## src/verilog/ddl_types_pkg.sv

```systemverilog
`default_nettype none

package ddl_types_pkg;

  // DDR3 command encoding as {RAS#, CAS#, WE#}
  typedef enum logic [2:0] {
    MODE = 3'b000,
    REFR = 3'b001,
    PREC = 3'b010,
    ACTV = 3'b011,
    WRIT = 3'b100,
    READ = 3'b101,
    ZQCL = 3'b110,
    NOOP = 3'b111
  } ddr_cmd_e;

  // Row tracker, all banks share one state
  typedef enum logic [1:0] {
    INIT,
    IDLE,
    ACTIVE
  } ddl_state_e;

  typedef logic [2:0] bank_t;
  typedef logic [12:0] row_addr_t;
  typedef logic [31:0] dfi_data_t;
  typedef logic [3:0] dfi_mask_t;

  // Counts clock cycles within one burst
  typedef logic [1:0] beat_cnt_t;

  typedef struct packed {
    ddr_cmd_e  cmd;
    bank_t     bank;
    row_addr_t addr;
  } ddl_cmd_t;

  typedef struct packed {
    dfi_mask_t mask;
    dfi_data_t data;
  } wr_beat_t;

  // What the command bus shows between issued commands
  localparam ddl_cmd_t CMD_IDLE = '{cmd: NOOP, bank: '0, addr: '0};

endpackage

`default_nettype wire

```

## src/verilog/ddr3_timing_pkg.sv

```systemverilog
`default_nettype none

package ddr3_timing_pkg;

  // All values are in controller clock cycles

  // Hold-off after reset, or after CKE is raised again
  localparam int T_INIT = 8;

  // Row activate to READ/WRITE
  localparam int T_RCD = 2;

  // Back-to-back column commands to an open row
  localparam int T_RD_RD = 4;
  localparam int T_WR_WR = 4;

  // Column commands with auto-precharge, until the bank is idle again
  localparam int T_RDA = 6;
  localparam int T_WRA = 12;

  // Precharge to the next row command
  localparam int T_RP = 2;

  // Refresh cycle time
  localparam int T_RFC = 11;

  // Mode-register set to the next command
  localparam int T_MRD = 4;

  // Long ZQ calibration, as used during initialisation
  localparam int T_ZQINIT = 512;

  // CAS write latency and the extra cycle through the PHY write registers
  localparam int DDR_CWL = 5;
  localparam int PHY_WR_LATENCY = 1;
  localparam int WR_DELAY = DDR_CWL - PHY_WR_LATENCY;

  // BL8 is four clock cycles of DDR data
  localparam int BURST_CYCLES = 4;

  // Spacing counter must hold the longest delay
  localparam int DELAY_BITS = $clog2(T_ZQINIT + 1);

endpackage

`default_nettype wire
```

## src/verilog/ddr3_ddl.sv

```systemverilog
`timescale 1ns/10ps
`default_nettype none

module ddr3_ddl (
  input  logic                     clock,
  input  logic                     reset,
  input  logic                     ddr_cke_i,

  // Memory controller commands
  input  logic                     ctl_req_i,
  input  ddl_types_pkg::ddl_cmd_t  ctl_cmd_i,
  output logic                     ctl_rdy_o,
  output logic                     ctl_err_o,

  // Write data from the controller
  input  logic                     mem_wvalid_i,
  output logic                     mem_wready_o,
  input  ddl_types_pkg::wr_beat_t  mem_wr_i,

  // Read data to the controller
  output logic                     mem_rvalid_o,
  output ddl_types_pkg::dfi_data_t mem_rdata_o,
  output logic                     mem_rlast_o,

  // DFI side
  output ddl_types_pkg::ddl_cmd_t  dfi_cmd_o,
  output logic                     dfi_wren_o,
  output logic                     dfi_odt_o,
  output ddl_types_pkg::wr_beat_t  dfi_wr_o,
  input  logic                     dfi_rvld_i,
  input  ddl_types_pkg::dfi_data_t dfi_rdata_i
);
  import ddl_types_pkg::*;

  logic     issue;
  ddl_cmd_t issued_cmd;
  logic     wr_accept;
  logic     wr_window;

  ddl_cmd_sequencer u_sequencer (
    .clock       (clock),
    .reset       (reset),
    .ddr_cke_i   (ddr_cke_i),
    .ctl_req_i   (ctl_req_i),
    .ctl_cmd_i   (ctl_cmd_i),
    .ctl_rdy_o   (ctl_rdy_o),
    .ctl_err_o   (ctl_err_o),
    .issue_o     (issue),
    .dfi_cmd_o   (issued_cmd),
    .wr_accept_o (wr_accept)
  );

  ddl_wr_scheduler u_wr_scheduler (
    .clock       (clock),
    .reset       (reset),
    .wr_accept_i (wr_accept),
    .wr_window_o (wr_window)
  );

  ddl_phy_port u_phy_port (
    .clock        (clock),
    .reset        (reset),
    .issue_i      (issue),
    .cmd_i        (issued_cmd),
    .wr_window_i  (wr_window),
    .mem_wvalid_i (mem_wvalid_i),
    .mem_wready_o (mem_wready_o),
    .mem_wr_i     (mem_wr_i),
    .dfi_cmd_o    (dfi_cmd_o),
    .dfi_wren_o   (dfi_wren_o),
    .dfi_odt_o    (dfi_odt_o),
    .dfi_wr_o     (dfi_wr_o),
    .dfi_rvld_i   (dfi_rvld_i),
    .dfi_rdata_i  (dfi_rdata_i),
    .mem_rvalid_o (mem_rvalid_o),
    .mem_rdata_o  (mem_rdata_o),
    .mem_rlast_o  (mem_rlast_o)
  );

endmodule

`default_nettype wire

```

## src/verilog/ddl_phy_port.sv

```systemverilog
`timescale 1ns/10ps
`default_nettype none

module ddl_phy_port (
  input  logic                     clock,
  input  logic                     reset,
  input  logic                     issue_i,
  input  ddl_types_pkg::ddl_cmd_t  cmd_i,
  input  logic                     wr_window_i,
  input  logic                     mem_wvalid_i,
  output logic                     mem_wready_o,
  input  ddl_types_pkg::wr_beat_t  mem_wr_i,
  output ddl_types_pkg::ddl_cmd_t  dfi_cmd_o,
  output logic                     dfi_wren_o,
  output logic                     dfi_odt_o,
  output ddl_types_pkg::wr_beat_t  dfi_wr_o,
  input  logic                     dfi_rvld_i,
  input  ddl_types_pkg::dfi_data_t dfi_rdata_i,
  output logic                     mem_rvalid_o,
  output ddl_types_pkg::dfi_data_t mem_rdata_o,
  output logic                     mem_rlast_o
);
  import ddl_types_pkg::*;

  beat_cnt_t rd_beat;

  // Command bus idles at NOOP between issued commands
  assign dfi_cmd_o = issue_i ? cmd_i : CMD_IDLE;

  // Write window drives the strobe, the upstream pop and termination alike
  assign dfi_wren_o   = wr_window_i;
  assign mem_wready_o = wr_window_i;
  assign dfi_odt_o    = wr_window_i;
  assign dfi_wr_o     = mem_wr_i;

  // Read data straight through
  assign mem_rvalid_o = dfi_rvld_i;
  assign mem_rdata_o  = dfi_rdata_i;
  assign mem_rlast_o  = dfi_rvld_i && (rd_beat == '1);

  // Counts valid read beats modulo one burst
  always_ff @(posedge clock) begin
    if (reset) begin
      rd_beat <= '0;
    end else if (dfi_rvld_i) begin
      rd_beat <= rd_beat + 1'b1;
    end
  end

  // No back-pressure, the controller has to supply data for every write beat
  assert property (@(posedge clock) disable iff (reset)
    wr_window_i |-> mem_wvalid_i)
    else $error("DDL: write data missing during write window");

endmodule

`default_nettype wire

```

## src/verilog/ddl_wr_scheduler.sv

```systemverilog
`timescale 1ns/10ps
`default_nettype none

module ddl_wr_scheduler (
  input  logic clock,
  input  logic reset,
  input  logic wr_accept_i,
  output logic wr_window_o
);
  import ddl_types_pkg::*;
  import ddr3_timing_pkg::*;

  logic [WR_DELAY-1:0] wr_line;
  beat_cnt_t           burst_cnt;
  logic                win_start;

  // The accept pulse is one cycle late already, so the tail lands on t+WR_DELAY
  assign win_start   = wr_line[WR_DELAY-1];
  assign wr_window_o = win_start || (burst_cnt != '0);

  always_ff @(posedge clock) begin
    if (reset) begin
      wr_line   <= '0;
      burst_cnt <= '0;
    end else begin
      wr_line <= {wr_line[WR_DELAY-2:0], wr_accept_i};
      // First beat comes from the tail, the counter covers the rest
      if (win_start) begin
        burst_cnt <= beat_cnt_t'(BURST_CYCLES - 1);
      end else if (burst_cnt != '0) begin
        burst_cnt <= burst_cnt - 1'b1;
      end
    end
  end

  // WRITE spacing keeps consecutive windows from overlapping
  assert property (@(posedge clock) disable iff (reset)
    win_start |=> !win_start [*BURST_CYCLES-1])
    else $error("DDL: write window started while the previous one was open");

endmodule

`default_nettype wire

```

## src/verilog/ddl_cmd_sequencer.sv

```systemverilog
`timescale 1ns/10ps
`default_nettype none

module ddl_cmd_sequencer (
  input  logic                    clock,
  input  logic                    reset,
  input  logic                    ddr_cke_i,
  input  logic                    ctl_req_i,
  input  ddl_types_pkg::ddl_cmd_t ctl_cmd_i,
  output logic                    ctl_rdy_o,
  output logic                    ctl_err_o,
  output logic                    issue_o,
  output ddl_types_pkg::ddl_cmd_t dfi_cmd_o,
  output logic                    wr_accept_o
);
  import ddl_types_pkg::*;
  import ddr3_timing_pkg::*;

  ddl_state_e            state;
  logic [DELAY_BITS-1:0] count;
  logic [DELAY_BITS-1:0] spacing;
  logic                  auto_pre;
  logic                  legal;
  logic                  req_ok;
  logic                  accept;

  // A10 selects auto-precharge on READ/WRITE, and all banks on PRECHARGE
  assign auto_pre = ctl_cmd_i.addr[10];
  assign req_ok   = ctl_req_i && ctl_rdy_o;
  assign accept   = req_ok && legal;

  // Column commands need an open row, housekeeping needs all rows closed
  always_comb begin
    case (ctl_cmd_i.cmd)
      READ, WRIT:       legal = (state == ACTIVE);
      MODE, REFR, ZQCL: legal = (state == IDLE);
      default:          legal = 1'b1;
    endcase
  end

  // Minimum distance to the next command, per class
  always_comb begin
    case (ctl_cmd_i.cmd)
      ACTV:    spacing = DELAY_BITS'(T_RCD);
      READ:    spacing = auto_pre ? DELAY_BITS'(T_RDA) : DELAY_BITS'(T_RD_RD);
      WRIT:    spacing = auto_pre ? DELAY_BITS'(T_WRA) : DELAY_BITS'(T_WR_WR);
      PREC:    spacing = DELAY_BITS'(T_RP);
      REFR:    spacing = DELAY_BITS'(T_RFC);
      MODE:    spacing = DELAY_BITS'(T_MRD);
      ZQCL:    spacing = DELAY_BITS'(T_ZQINIT);
      default: spacing = '0;
    endcase
  end

  // Spacing counter, ready comes back on the edge the count hits zero
  always_ff @(posedge clock) begin
    if (reset || !ddr_cke_i) begin
      count     <= DELAY_BITS'(T_INIT);
      ctl_rdy_o <= 1'b0;
    end else if (accept && spacing != '0) begin
      count     <= spacing;
      ctl_rdy_o <= 1'b0;
    end else if (count != '0) begin
      count     <= count - 1'b1;
      ctl_rdy_o <= (count == DELAY_BITS'(1));
    end
  end

  always_ff @(posedge clock) begin
    if (reset || !ddr_cke_i) begin
      state <= INIT;
    end else begin
      case (state)
        INIT: begin
          // Leave together with ready rising
          if (count == DELAY_BITS'(1)) begin
            state <= IDLE;
          end
        end
        default: begin
          if (accept) begin
            case (ctl_cmd_i.cmd)
              ACTV: state <= ACTIVE;
              PREC, READ, WRIT: begin
                if (auto_pre) begin
                  state <= IDLE;
                end
              end
              default: state <= state;
            endcase
          end
        end
      endcase
    end
  end

  always_ff @(posedge clock) begin
    if (reset || !ddr_cke_i) begin
      issue_o     <= 1'b0;
      ctl_err_o   <= 1'b0;
      wr_accept_o <= 1'b0;
    end else begin
      issue_o     <= accept && (ctl_cmd_i.cmd != NOOP);
      ctl_err_o   <= req_ok && !legal;
      wr_accept_o <= accept && (ctl_cmd_i.cmd == WRIT);
    end
  end

  // Command payload, only meaningful while issue_o is high
  always_ff @(posedge clock) begin
    if (accept) begin
      dfi_cmd_o <= ctl_cmd_i;
    end
  end

  // The counter must have drained before the cycle a command went out
  assert property (@(posedge clock) disable iff (reset || !ddr_cke_i)
    issue_o |-> $past(count) == '0)
    else $error("DDL: command issued while spacing counter was busy");

endmodule

`default_nettype wire

```

## config.mk

```make
export PLATFORM = sky130hd
export DESIGN_NAME = ddr3_ddl
export DESIGN_NICKNAME = d
export VERILOG_FILES = /design/src/verilog/ddl_types_pkg.sv /design/src/verilog/ddr3_timing_pkg.sv /design/src/verilog/ddr3_ddl.sv /design/src/verilog/ddl_phy_port.sv /design/src/verilog/ddl_wr_scheduler.sv /design/src/verilog/ddl_cmd_sequencer.sv
export SDC_FILE = /design/constraint.sdc
export NUM_CORES = 1
export LEC_CHECK = 0
export BUFFER_PORTS_ARGS = -buffer_cell sky130_fd_sc_hd__buf_4
export CAP_MARGIN = 15
export CELL_PAD_IN_SITES_DETAIL_PLACEMENT = 1
export CELL_PAD_IN_SITES_GLOBAL_PLACEMENT = 2
export CORE_MARGIN = 2
export CORE_UTILIZATION = 19
export DETAILED_ROUTE_END_ITERATION = 7
export GPL_TIMING_DRIVEN = 0
export PLACE_DENSITY_LB_ADDON = 0.1
export SYNTH_ARGS = -nofsm -noshare
export SYNTH_HDL_FRONTEND = slang
export SYNTH_SLANG_ARGS = --single-unit
export TNS_END_PERCENT = 30
```

## constraint.sdc

```tcl
create_clock -name clock -period 1.83 [get_ports clock]
set_clock_uncertainty 0.15 [all_clocks]
set_input_delay 0.0915 -clock clock [delete_from_list [all_inputs] [get_ports clock]]
set_output_delay 0.0915 -clock clock [all_outputs]
set_load 0.03 [all_outputs]
```

==> key figures <==
Clock tree
  – Worst-Skew Late Latency: 0.28 ns
  – CTS tree: built
  – CTS sink cnt: 43
  – TritonCTS buffer count: 5
  – Clock Tree Root: clkbuf_16
  – Maximum level of the CTS H-tree: 2
  – Reg clk slew, reported paths: 0.07 ns
  – Clk buf depth: 2

Yosys
  – Compound-Gate Fraction of Synth Area: 0.07227
  – Syn_nets: 348
  – Yosys warning total: 0
  – Asr flop ratio synth: 0
  – Synth Register Bits: 43
  – Commonest cells in the synthesized netlist: 71 x buf_4, 24 x dfxtp_1, 20 x nor2_1, 19 x edfxtp_1, 17 x and2_1
  – Sequential fraction of the synthesis area: 0.4305
  – Most frequent cell after synthesis: buf_4
  – Area leader, netlist: edfxtp_1
  – Largest family of logic cells by synthesized area: buffers and inverters
  – Mux share of post-synthesis cell area: 0.008201
  – Post-Synth XOR/XNOR Area: 0.02870
  – Synth area leaders: edfxtp_1 23%, buf_4 22%, dfxtp_1 20%
  – Top FF cell, synth: dfxtp_1
  – EDFF count, synth: 19
  – Synth top area share: 0.2337
  – Adder-cell share of the synthesized area: 0.02050
  – Post-Syn Area: 2441 um^2
  – Cell variety after synth: 43
  – Simple-gate portion of the synthesized area: 0.2050
  – Cell count after synthesis: 251
  – Syn Area/Cell: 9.725 um^2

Layout
  – Nets: 502
  – Filler cells: 1478
  – Final core occ: 0.3225
  – Final Instance Area: 4054 um^2
  – Antenna diodes: 0
  – Post-Layout Cell Count: 578
  – Layout cells sized above 1: 0.5714
  – Syn-to-layout area delta: 66.07%

Global routing
  – GRT Util Overall: 0.09519
  – Congestion Overflow GR: 0
  – Initial antenna violation count: 0
  – Vias in the first global route: 2159
  – Pin count of the biggest net entering global routing: 20
  – First-pass GRT wire length: 10.83 mm

Floorplanning
  – Die H: 117.4 um
  – IO Pins: 187
  – Starting Density: 0.1942
  – Row cnt: 41
  – Die Wd: 117.4 um
  – Core Region: 12570 um^2
  – Die area: 13770 um^2

STA
  – Final setup vio count: 0
  – Final Hold Vio Count: 0
  – Max_slew headroom: 0.6283
  – Worst hold slack: 0.02769 ns
  – Ratio of final minimum period to clock period: 0.9668
  – Tmin final: 1.769 ns
  – Setup TNS: 0 ns
  – Final slew viol count: 0
  – RSZ-0062 raised after global routing: yes
  – Slew @ Worst Pin: 0.5565 ns
  – Max Clock Freq: 565.2 MHz
  – Final setup margin: 0.06081 ns

Worst setup path
  – Worst EP arrival: 1.80 ns
  – Crit path max fanout: 5
  – CP endpoint kind: flip-flop
  – Worst path cell trace: or4_4 > nor3_4 > buf_4 > a31o_4 > a21oi_1
  – Worst reg2reg endpoint: u_sequencer.count[2]
  – Worst Path Required: 1.86 ns
  – Reg2reg path depth: 5
  – Delay of the slowest critical-path stage: 0.55 ns
  – Crit Path Category: reg2reg
  – Startpoint Class: flip-flop
  – FF-to-FF setup slack: 0.06 ns
  – RR Startpoint: u_sequencer.count[7]
  – Slowest CP cell: or4_4

Worst hold path
  – Worst Hold Class: in2reg
  – Hold endpoint: u_wr_scheduler.burst_cnt[1]
  – Worst Hold Depth: 2
  – HP Start: reset

Place
  – IO buf count: 116
  – DP HPWL: 5.255 mm
  – Pre-CTS setup slack: -0.3672 ns
  – Cell Count Post-Placement: 539
  – Gpl congestion: 0.6533
  – Placed cell areas: 3536 um^2

Status
  – Outcome: finished, final reports clean

Route
  – Initial DRT Pass Iterations: 4
  – ANT nets after route: 0
  – Via count of the routed design: 2165
  – Vias per std cell: 3.746
  – Drt wl/cell: 11.61 um
  – DRT Wirelength: 6.708 mm
  – Drt drc: 0
  – DR iter-0 viols: 32

Pwr
  – Peak VDD IR: 0.3078 mV
  – Total Power: 2.967 mW
  – P per Cell Area: 732.0 nW/um^2
  – Leak Pwr: 1.837 nW

Flow run
  – Max Cap Viol: 0
[logic make-up after synthesis]
logic type	count (synthesis)
buffers and inverters	81
multiplexers	2
adder cells (fa/ha/maj)	4
XOR/XNOR	8
AO/OA/AOI/OAI	24
flip-flops	43
AND/OR/NAND/NOR	89
[worst max-delay path: cells and delay by family, from the launching register on]
| family | cells | cell delay, ns |
|---|---|---|
| buf+inv | 1 | 0.17 |
| simple gates | 2 | 0.83 |
| compound gates | 2 | 0.19 |
| flops | 1 | 0.33 |
[flip-flops by register name (all words and copies together), names as in the netlist]
name	flops
u_sequencer.issue_o	1
u_phy_port.rd_beat	2
u_sequencer.dfi_cmd_o	19
u_sequencer.ctl_rdy_o	1
u_wr_scheduler.burst_cnt	2
u_sequencer.count	10
u_wr_scheduler.wr_line	4
u_sequencer.ctl_err_o	1
u_sequencer.state	2
u_sequencer.wr_accept_o	1
[power breakdown]
group / leakage (nW) / internal (mW) / switching (mW)
sequential: 0.368 / 1.04 / 0.0279
clock: 0.0708 / 0.512 / 0.401
combinational: 1.40 / 0.483 / 0.507
[layer usage]
metal,vias to the layer above,GRT usage,wire [um],share of wire
li1,1082,-,-,-
met1,993,0.1181,2927,0.44
met2,88,0.1656,3366,0.50
met3,2,0.02675,389,0.058
met4,0,0.01807,25,0.0037
met5,-,0,0,0
[placed cells by master (no fill, tap or decap), drive strengths merged, types with 7 or more instances in the layout]
cell | Yosys | layout
nor2 | 20 | 20
dlygate4sd3 | 0 | 20
nand2 | 13 | 13
buf | 72 | 199
nor2b | 9 | 9
dfxtp | 24 | 24
edfxtp | 19 | 19
nand2b | 8 | 8
clkbuf | 3 | 8
and2 | 17 | 17
inv | 6 | 7
[how the worst max path moves through the flow]
stage	startpoint	endpoint	depth (start not counted)
6_report	u_sequencer.count[7]	u_sequencer.count[2]	5
5_1_grt	u_sequencer.count[7]	u_sequencer.count[4]	6
4_1_cts	u_sequencer.count[0]	u_sequencer.count[0]	7
3_5_place_dp	u_sequencer.count[0]	u_sequencer.count[0]	7
3_3_place_gp	u_sequencer.count[0]	u_sequencer.count[0]	7
2_1_floorplan	u_sequencer.state[0]	u_sequencer.dfi_cmd_o[0]	4
[layout make-up]
| type | count | area (um^2) | area share |
|---|---|---|---|
| clock inverters | 3 | 22.52 | 0.005556 |
| inverters | 6 | 26.28 | 0.006481 |
| multi-input cells | 127 | 889.6 | 0.2194 |
| plain buffers | 75 | 551.8 | 0.1361 |
| clock buffers | 5 | 125.1 | 0.03086 |
| repair buffers | 147 | 1166 | 0.2877 |
| well taps | 172 | 215.2 | 0.05309 |
| flip-flops and latches | 43 | 1057 | 0.2608 |
[repair_timing]
action / in CTS / in global routing
setup endpoints to repair: 25 / 30
hold buffers: 20 / 0
hold endpoints to repair: 21 / 0
gates cloned: 0 / 0
setup buffers: 2 / 9
pin swaps: 2 / 6
gates resized for setup: 6 / 14
(Power assumes the default switching activity.)
